--- config.mk ---
export PLATFORM = sky130hd
export DESIGN_NAME = tank_game_top
export DESIGN_NICKNAME = d
export VERILOG_FILES = /design/src/logic/tank_pkg.sv /design/src/logic/tank_motion.sv /design/src/logic/bullet_ctrl.sv /design/src/logic/background_map.sv /design/src/logic/pixel_mux.sv /design/src/logic/tank_game_top.sv
export SDC_FILE = /design/constraint.sdc
export NUM_CORES = 1
export LEC_CHECK = 0
export BUFFER_PORTS_ARGS = -buffer_cell sky130_fd_sc_hd__buf_2
export CORE_ASPECT_RATIO = 0.75
export CORE_MARGIN = 2
export CORE_UTILIZATION = 35
export DETAILED_ROUTE_END_ITERATION = 10
export GPL_TIMING_DRIVEN = 0
export SLEW_MARGIN = 20
export SYNTH_ARGS = -nofsm -noshare
export SYNTH_HDL_FRONTEND = slang
export SYNTH_SLANG_ARGS = --single-unit
export TNS_END_PERCENT = 30
--- constraint.sdc ---
create_clock -name clk_50MHz -period 11.9 [get_ports clk_50MHz]
set_input_delay 2.38 -clock clk_50MHz [delete_from_list [all_inputs] [get_ports clk_50MHz]]
set_output_delay 2.38 -clock clk_50MHz [all_outputs]
set_load 0.02 [all_outputs]
--- src/logic/tank_pkg.sv ---
package tank_pkg;

    typedef logic [9:0]  pos_t;     // screen coordinate
    typedef logic [29:0] rgb_t;     // 10 bits per channel, r g b

    typedef enum logic [1:0] {
        DIR_UP,
        DIR_DOWN,
        DIR_LEFT,
        DIR_RIGHT
    } dir_t;

    typedef enum logic {
        BULLET_IDLE,
        BULLET_FLYING
    } bullet_state_t;

    // start of vertical retrace
    localparam pos_t TICK_X = 10'd0;
    localparam pos_t TICK_Y = 10'd491;

    // limits for the tank's top-left corner
    localparam pos_t ARENA_LEFT   = 10'd32;
    localparam pos_t ARENA_RIGHT  = 10'd576;
    localparam pos_t ARENA_TOP    = 10'd32;
    localparam pos_t ARENA_BOTTOM = 10'd416;

    // bullet top-left corner must stay inside these
    localparam pos_t BULLET_MIN   = 10'd28;
    localparam pos_t BULLET_MAX_X = 10'd607;
    localparam pos_t BULLET_MAX_Y = 10'd447;

    localparam pos_t TANK_START_X = 10'd32;
    localparam pos_t TANK_START_Y = 10'd416;

    // playfield bands, x range is half open
    localparam pos_t BAND_X_LO        = 10'd32;
    localparam pos_t BAND_X_HI        = 10'd608;
    localparam pos_t BAND_ROAD_TOP_LO = 10'd31;
    localparam pos_t BAND_SAND_TOP_LO = 10'd68;
    localparam pos_t BAND_WATER_LO    = 10'd228;
    localparam pos_t BAND_SAND_LO     = 10'd260;
    localparam pos_t BAND_ROAD_LO     = 10'd420;
    localparam pos_t BAND_END         = 10'd452;

    localparam rgb_t RED        = {10'h3FF, 10'h000, 10'h000};
    localparam rgb_t YELLOW     = {10'h3FF, 10'h3FF, 10'h000};
    localparam rgb_t BLUE       = {10'h000, 10'h000, 10'h3FF};
    localparam rgb_t BLACK      = {10'h000, 10'h000, 10'h000};
    localparam rgb_t SAND_COLOR = {10'h3C0, 10'h300, 10'h180};
    localparam rgb_t WALL_COLOR = {10'h000, 10'h280, 10'h000};   // green wall

endpackage

--- src/logic/tank_motion.sv ---
`timescale 1ns/1ps

module tank_motion
    import tank_pkg::*;
#(
    parameter int TANK_SIZE = 32,
    parameter int TANK_STEP = 1
) (
    input  logic clk_50MHz,
    input  logic reset,
    input  logic up,
    input  logic down,
    input  logic left,
    input  logic right,
    input  pos_t x,
    input  pos_t y,
    output logic refresh_tick,
    output pos_t tank_x,
    output pos_t tank_y,
    output dir_t tank_dir
);

    localparam pos_t STEP = pos_t'(TANK_STEP);
    localparam pos_t SIZE = pos_t'(TANK_SIZE);
    // far edges of the square when parked at the right or bottom limit
    localparam pos_t RIGHT_EDGE_MAX  = ARENA_RIGHT + SIZE - 10'd1;
    localparam pos_t BOTTOM_EDGE_MAX = ARENA_BOTTOM + SIZE - 10'd1;

    logic at_tick;      // scan sits on the retrace position
    logic at_tick_q;
    pos_t far_x;
    pos_t far_y;
    pos_t x_next;
    pos_t y_next;
    dir_t dir_next;

    assign at_tick = (x == TICK_X) && (y == TICK_Y);
    assign far_x   = tank_x + SIZE - 10'd1;
    assign far_y   = tank_y + SIZE - 10'd1;

    // first pressed button wins, facing follows it even when blocked
    always_comb begin
        x_next   = tank_x;
        y_next   = tank_y;
        dir_next = tank_dir;
        if (up) begin
            dir_next = DIR_UP;
            if (tank_y >= ARENA_TOP + STEP)
                y_next = tank_y - STEP;
        end else if (down) begin
            dir_next = DIR_DOWN;
            if (far_y + STEP <= BOTTOM_EDGE_MAX)
                y_next = tank_y + STEP;
        end else if (left) begin
            dir_next = DIR_LEFT;
            if (tank_x >= ARENA_LEFT + STEP)
                x_next = tank_x - STEP;
        end else if (right) begin
            dir_next = DIR_RIGHT;
            if (far_x + STEP <= RIGHT_EDGE_MAX)
                x_next = tank_x + STEP;
        end
    end

    always_ff @(posedge clk_50MHz or negedge reset) begin
        if (!reset) begin
            at_tick_q    <= 1'b0;
            refresh_tick <= 1'b0;
            tank_x       <= TANK_START_X;
            tank_y       <= TANK_START_Y;
            tank_dir     <= DIR_UP;
        end else begin
            at_tick_q    <= at_tick;
            refresh_tick <= at_tick && !at_tick_q;   // one pulse per frame
            if (refresh_tick) begin
                tank_x   <= x_next;
                tank_y   <= y_next;
                tank_dir <= dir_next;
            end
        end
    end

endmodule

--- src/logic/bullet_ctrl.sv ---
`timescale 1ns/1ps

module bullet_ctrl
    import tank_pkg::*;
#(
    parameter int TANK_SIZE   = 32,
    parameter int BULLET_SIZE = 4,
    parameter int BULLET_STEP = 8
) (
    input  logic clk_50MHz,
    input  logic reset,
    input  logic refresh_tick,
    input  logic shot,
    input  pos_t tank_x,
    input  pos_t tank_y,
    input  dir_t tank_dir,
    output pos_t bullet_x,
    output pos_t bullet_y
);

    // offset that puts the bullet square in the middle of the tank
    localparam pos_t CENTRE = pos_t'(TANK_SIZE / 2 - BULLET_SIZE / 2);
    localparam pos_t STEP   = pos_t'(BULLET_STEP);

    bullet_state_t state;
    bullet_state_t state_next;
    dir_t          shot_dir;    // direction latched at launch
    dir_t          dir_next;
    pos_t          bx_next;
    pos_t          by_next;

    always_comb begin
        state_next = state;
        dir_next   = shot_dir;
        bx_next    = bullet_x;
        by_next    = bullet_y;
        case (state)
            BULLET_IDLE: begin
                // rides along with the tank until fired
                bx_next  = tank_x + CENTRE;
                by_next  = tank_y + CENTRE;
                dir_next = tank_dir;
                if (shot)
                    state_next = BULLET_FLYING;
            end
            BULLET_FLYING: begin
                case (shot_dir)
                    DIR_UP:    by_next = bullet_y - STEP;
                    DIR_DOWN:  by_next = bullet_y + STEP;
                    DIR_LEFT:  bx_next = bullet_x - STEP;
                    DIR_RIGHT: bx_next = bullet_x + STEP;
                endcase
                // wrap below zero lands above the max limits
                if (bx_next < BULLET_MIN || bx_next > BULLET_MAX_X ||
                    by_next < BULLET_MIN || by_next > BULLET_MAX_Y)
                    state_next = BULLET_IDLE;
            end
        endcase
    end

    always_ff @(posedge clk_50MHz or negedge reset) begin
        if (!reset) begin
            state    <= BULLET_IDLE;
            shot_dir <= DIR_UP;
            bullet_x <= TANK_START_X + CENTRE;
            bullet_y <= TANK_START_Y + CENTRE;
        end else if (refresh_tick) begin
            state    <= state_next;
            shot_dir <= dir_next;
            bullet_x <= bx_next;
            bullet_y <= by_next;
        end
    end

endmodule

--- src/logic/background_map.sv ---
`timescale 1ns/1ps

module background_map
    import tank_pkg::*;
(
    input  pos_t x,
    input  pos_t y,
    output rgb_t bg_rgb
);

    logic in_field;     // inside the horizontal band range

    assign in_field = (x >= BAND_X_LO) && (x < BAND_X_HI);

    // bands stacked top to bottom, wall outside them
    always_comb begin
        bg_rgb = WALL_COLOR;
        if (in_field) begin
            if (y < BAND_ROAD_TOP_LO)
                bg_rgb = WALL_COLOR;
            else if (y < BAND_SAND_TOP_LO)
                bg_rgb = BLACK;         // upper road
            else if (y < BAND_WATER_LO)
                bg_rgb = SAND_COLOR;
            else if (y < BAND_SAND_LO)
                bg_rgb = BLUE;          // river
            else if (y < BAND_ROAD_LO)
                bg_rgb = SAND_COLOR;
            else if (y < BAND_END)
                bg_rgb = BLACK;         // lower road
        end
    end

endmodule

--- src/logic/pixel_mux.sv ---
`timescale 1ns/1ps

module pixel_mux
    import tank_pkg::*;
#(
    parameter int TANK_SIZE   = 32,
    parameter int BULLET_SIZE = 4
) (
    input  logic video_on,
    input  pos_t x,
    input  pos_t y,
    input  pos_t tank_x,
    input  pos_t tank_y,
    input  pos_t bullet_x,
    input  pos_t bullet_y,
    input  rgb_t bg_rgb,
    output rgb_t rgb
);

    localparam pos_t TANK_LAST   = pos_t'(TANK_SIZE - 1);
    localparam pos_t BULLET_LAST = pos_t'(BULLET_SIZE - 1);

    logic tank_on;
    logic bullet_on;

    // inclusive square bounds
    assign tank_on = (x >= tank_x) && (x <= tank_x + TANK_LAST) &&
                     (y >= tank_y) && (y <= tank_y + TANK_LAST);

    assign bullet_on = (x >= bullet_x) && (x <= bullet_x + BULLET_LAST) &&
                       (y >= bullet_y) && (y <= bullet_y + BULLET_LAST);

    always_comb begin
        if (!video_on)
            rgb = BLACK;        // blanking
        else if (tank_on)
            rgb = YELLOW;
        else if (bullet_on)
            rgb = RED;
        else
            rgb = bg_rgb;
    end

endmodule

--- src/logic/tank_game_top.sv ---
`timescale 1ns/1ps

module tank_game_top
    import tank_pkg::*;
#(
    parameter int TANK_SIZE   = 32,
    parameter int TANK_STEP   = 1,
    parameter int BULLET_SIZE = 4,
    parameter int BULLET_STEP = 8
) (
    input  logic clk_50MHz,
    input  logic reset,
    input  logic up,
    input  logic down,
    input  logic left,
    input  logic right,
    input  logic shot,
    input  logic video_on,
    input  pos_t x,
    input  pos_t y,
    output rgb_t rgb
);

    logic refresh_tick;     // once per frame
    pos_t tank_x;
    pos_t tank_y;
    dir_t tank_dir;
    pos_t bullet_x;
    pos_t bullet_y;
    rgb_t bg_rgb;

    tank_motion #(
        .TANK_SIZE (TANK_SIZE),
        .TANK_STEP (TANK_STEP)
    ) tank_motion_i (
        .clk_50MHz    (clk_50MHz),
        .reset        (reset),
        .up           (up),
        .down         (down),
        .left         (left),
        .right        (right),
        .x            (x),
        .y            (y),
        .refresh_tick (refresh_tick),
        .tank_x       (tank_x),
        .tank_y       (tank_y),
        .tank_dir     (tank_dir)
    );

    bullet_ctrl #(
        .TANK_SIZE   (TANK_SIZE),
        .BULLET_SIZE (BULLET_SIZE),
        .BULLET_STEP (BULLET_STEP)
    ) bullet_ctrl_i (
        .clk_50MHz    (clk_50MHz),
        .reset        (reset),
        .refresh_tick (refresh_tick),
        .shot         (shot),
        .tank_x       (tank_x),
        .tank_y       (tank_y),
        .tank_dir     (tank_dir),
        .bullet_x     (bullet_x),
        .bullet_y     (bullet_y)
    );

    background_map background_map_i (
        .x      (x),
        .y      (y),
        .bg_rgb (bg_rgb)
    );

    pixel_mux #(
        .TANK_SIZE   (TANK_SIZE),
        .BULLET_SIZE (BULLET_SIZE)
    ) pixel_mux_i (
        .video_on (video_on),
        .x        (x),
        .y        (y),
        .tank_x   (tank_x),
        .tank_y   (tank_y),
        .bullet_x (bullet_x),
        .bullet_y (bullet_y),
        .bg_rgb   (bg_rgb),
        .rgb      (rgb)
    );

endmodule

==> results.yml <==
setup_path:
  end_kind: "output port"
  crit_end: "rgb[6]"
  required_ps: 9520
  critPathLaunchType: "primary input"
  startpoint: "y[8]"
  crit_fanout: 11
  arrival_ps: 5070
  reg2reg_depth: 12
  critPathKind: "in -> out"
  reg2reg_slack_ps: 8700
  reg2reg_to: "bullet_ctrl_i.state"
  r2r_start: "bullet_ctrl_i.shot_dir[1]"
layout:
  drive_above_1_share_pct: 13.9
  final_cell_mix: "ha_1, nand2_1, buf_2"
  final_util_pct: 39.6
  layout.nets: 1018
  final_common_cell: "ha_1"
  finalInstanceArea_um2: 7240
  diodes: 0
  layoutNonFillerInstCount: 1118
  area_delta_synth_final_pct: 11.8
run:
  cap_violations: 0
timing:
  hold_viol_final: 0
  finalCritPeriodShare_pct: 62.6
  finalMaxSlewViolations: 0
  relSlewSlack_pct: 50.1
  finalClockSkew_ps: 8.42
  max_freq_mhz: 134
  rsz0062_at_grt: "false"
  finalSetupViolCount: 0
  fin_setup_tns_ps: 0
  tightest_slew_ps: 742
  final.min_clock_period_ps: 7450
floorplanning:
  die_h_um: 122
  start_util_pct: 35.4
  core_area_um2: 18300
  dieArea_um2: 19600
  ios: 58
  fp.dieW_um: 161
  rows: 43
pwr:
  p_per_area_nw_per_um2: 56.5
  power_mw: 0.409
  vdd_drop_max_uv: 58.6
  static-leakage-power_nw: 3.19
clocking:
  cts_made_buffers: 5
  cts_tree: "built"
  clkSlewWorstSetupHoldPaths_ps: 70
  ctsResizeCount: 0
  htreeDepth: 2
  ctsHoldBuffers: 0
  cts_setup_buffers: 0
  cts.sinks: 47
  clockRootBuffer: "clkbuf_16"
  clock_path_buffers: 2
  worstSkewPairLatency_ps: 300
routing:
  first_iter_violations: 403
  viasPerCell: 5.28
  vias: 5900
  drc: 0
  final_antenna_net_count: 0
  dr.pass1.iters: 5
  routed_wl_um: 17800
  routedWlPerCell_um: 15.9
placement:
  dp_hpwl_um: 14400
  placed_area_um2: 7070
  dp.cells: 1110
  io_buffers: 57
  gp_congestion: 0.854
run_status:
  status: "finished, final reports clean"
global_route:
  grt_overflow: 0
  grt_pass1_wl_um: 29000
  antenna_found_initial: 0
  grt_pass1_vias: 5560
  grt_max_degree: 48
  grt_usage_pct: 18.5
yosys:
  synth-edff-count: 0
  synth_nets: 954
  ys_async_sr_fraction_pct: 100
  synthCells: 806
  synth_area_leaders: "ha_1, dfrtp_1, xnor2_1, dfstp_2, nand2_1"
  yosys_warnings: 0
  ys.flop_type: "dfrtp_1"
  synth.distinct_cells: 70
  synth_top_area_cell: "ha_1"
  synth_top_area_share_pct: 22.4
  ys_ff_latch: 47
  ys_seq_area_share_pct: 18.4
  netlist_area_um2: 6470
  avgSynthCellArea_um2: 8.03
hold_path:
  hold_path.class: "reg -> reg"
per-layer routing:
metal  up-vias  global-route usage [%]  part of all wire, %
met5         -                       0                    0
met4         0                    3.68                 0.89
met3        10                    2.01                  3.8
met2       105                    27.2                   41
met1      2746                    28.8                   54
li1       3039                       -                    -
worst max-delay path, stage by stage:
cell	delay, ps
buf_2	240
ha_1	290
and3_1	210
a211oi_1	220
o21ai_0	110
a31oi_1	440
o21ai_2	160
nor3_1	650
buf_4	220
buf_2	150
report_power, final:
group          internal [mW]  switching [mW]  leakage (nW)  total, mW
Sequential             0.160      0.00000608         0.548      0.160
Clock                 0.0993          0.0687        0.0838      0.168
Combinational         0.0323          0.0490          2.56     0.0814
Total                  0.292           0.118          3.19      0.409
final cells by class:
class	instances	area, um2
timing repair buffer	57	288
fill	1922	11100
multi-input combinational	653	4780
clock inverter	3	43.8
buffer	44	269
sequential	47	1190
clock buffer	5	125
tap	247	309
inverter	62	233
worst min path at each step:
stage | from | endpoint | slack, ps | depth (start not counted)
detailed placement | tank_motion_i.at_tick_q | tank_motion_i.refresh_tick | 390 | 1
global route | tank_motion_i.at_tick_q | tank_motion_i.refresh_tick | 410 | 1
finish | tank_motion_i.at_tick_q | tank_motion_i.refresh_tick | 400 | 1
floorplan | tank_motion_i.at_tick_q | tank_motion_i.refresh_tick | 380 | 1
global placement | tank_motion_i.at_tick_q | tank_motion_i.refresh_tick | 380 | 1
CTS | tank_motion_i.at_tick_q | tank_motion_i.refresh_tick | 400 | 1
synth_stat cells, types with 7 or more instances:
master	count
o31ai_1	7
a21oi_1	54
o211ai_1	10
nand2b_1	10
nor2b_1	8
nor2_1	36
xnor2_1	55
a21o_1	15
dfstp_2	14
buf_4	23
ha_1	116
nand2_1	84
a211oi_1	9
nor3_1	21
o21a_1	10
inv_1	61
a31oi_1	8
nand3_1	29
dfrtp_1	33
xor2_1	9
nand4_1	15
nor4_1	9
o21ai_0	51
buf_2	8
mux2i_1	7
or3_1	7
clkbuf_1	11
metrics by stage:
step | setup slack (ps) | hold slack, ps
after floorplan | 4780 | 378
after global placement | 4440 | 383
after detailed placement | 4470 | 388
after CTS | 4450 | 397
after global routing | 4210 | 409
final | 4450 | 402
sequential cells by signal, indices dropped and copies added (netlist names):
name	cells
bullet_ctrl_i.bullet_x	10
bullet_ctrl_i.bullet_y	10
tank_motion_i.tank_x	10
tank_motion_i.tank_y	10
bullet_ctrl_i.shot_dir	2
tank_motion_i.tank_dir	2
bullet_ctrl_i.state	1
tank_motion_i.at_tick_q	1
tank_motion_i.refresh_tick	1
kinds of logic after synthesis:
logic type,count (synthesis),synth area share [%]
AO/OA/AOI/OAI,218,21.8
XOR/XNOR,64,8.66
adder cells (fa/ha/maj),120,23.7
buffers and inverters,106,7.75
flip-flops,47,18.4
multiplexers,8,1.26
AND/OR/NAND/NOR,243,18.5
Note: power is estimated with default switching activity, not from simulation.
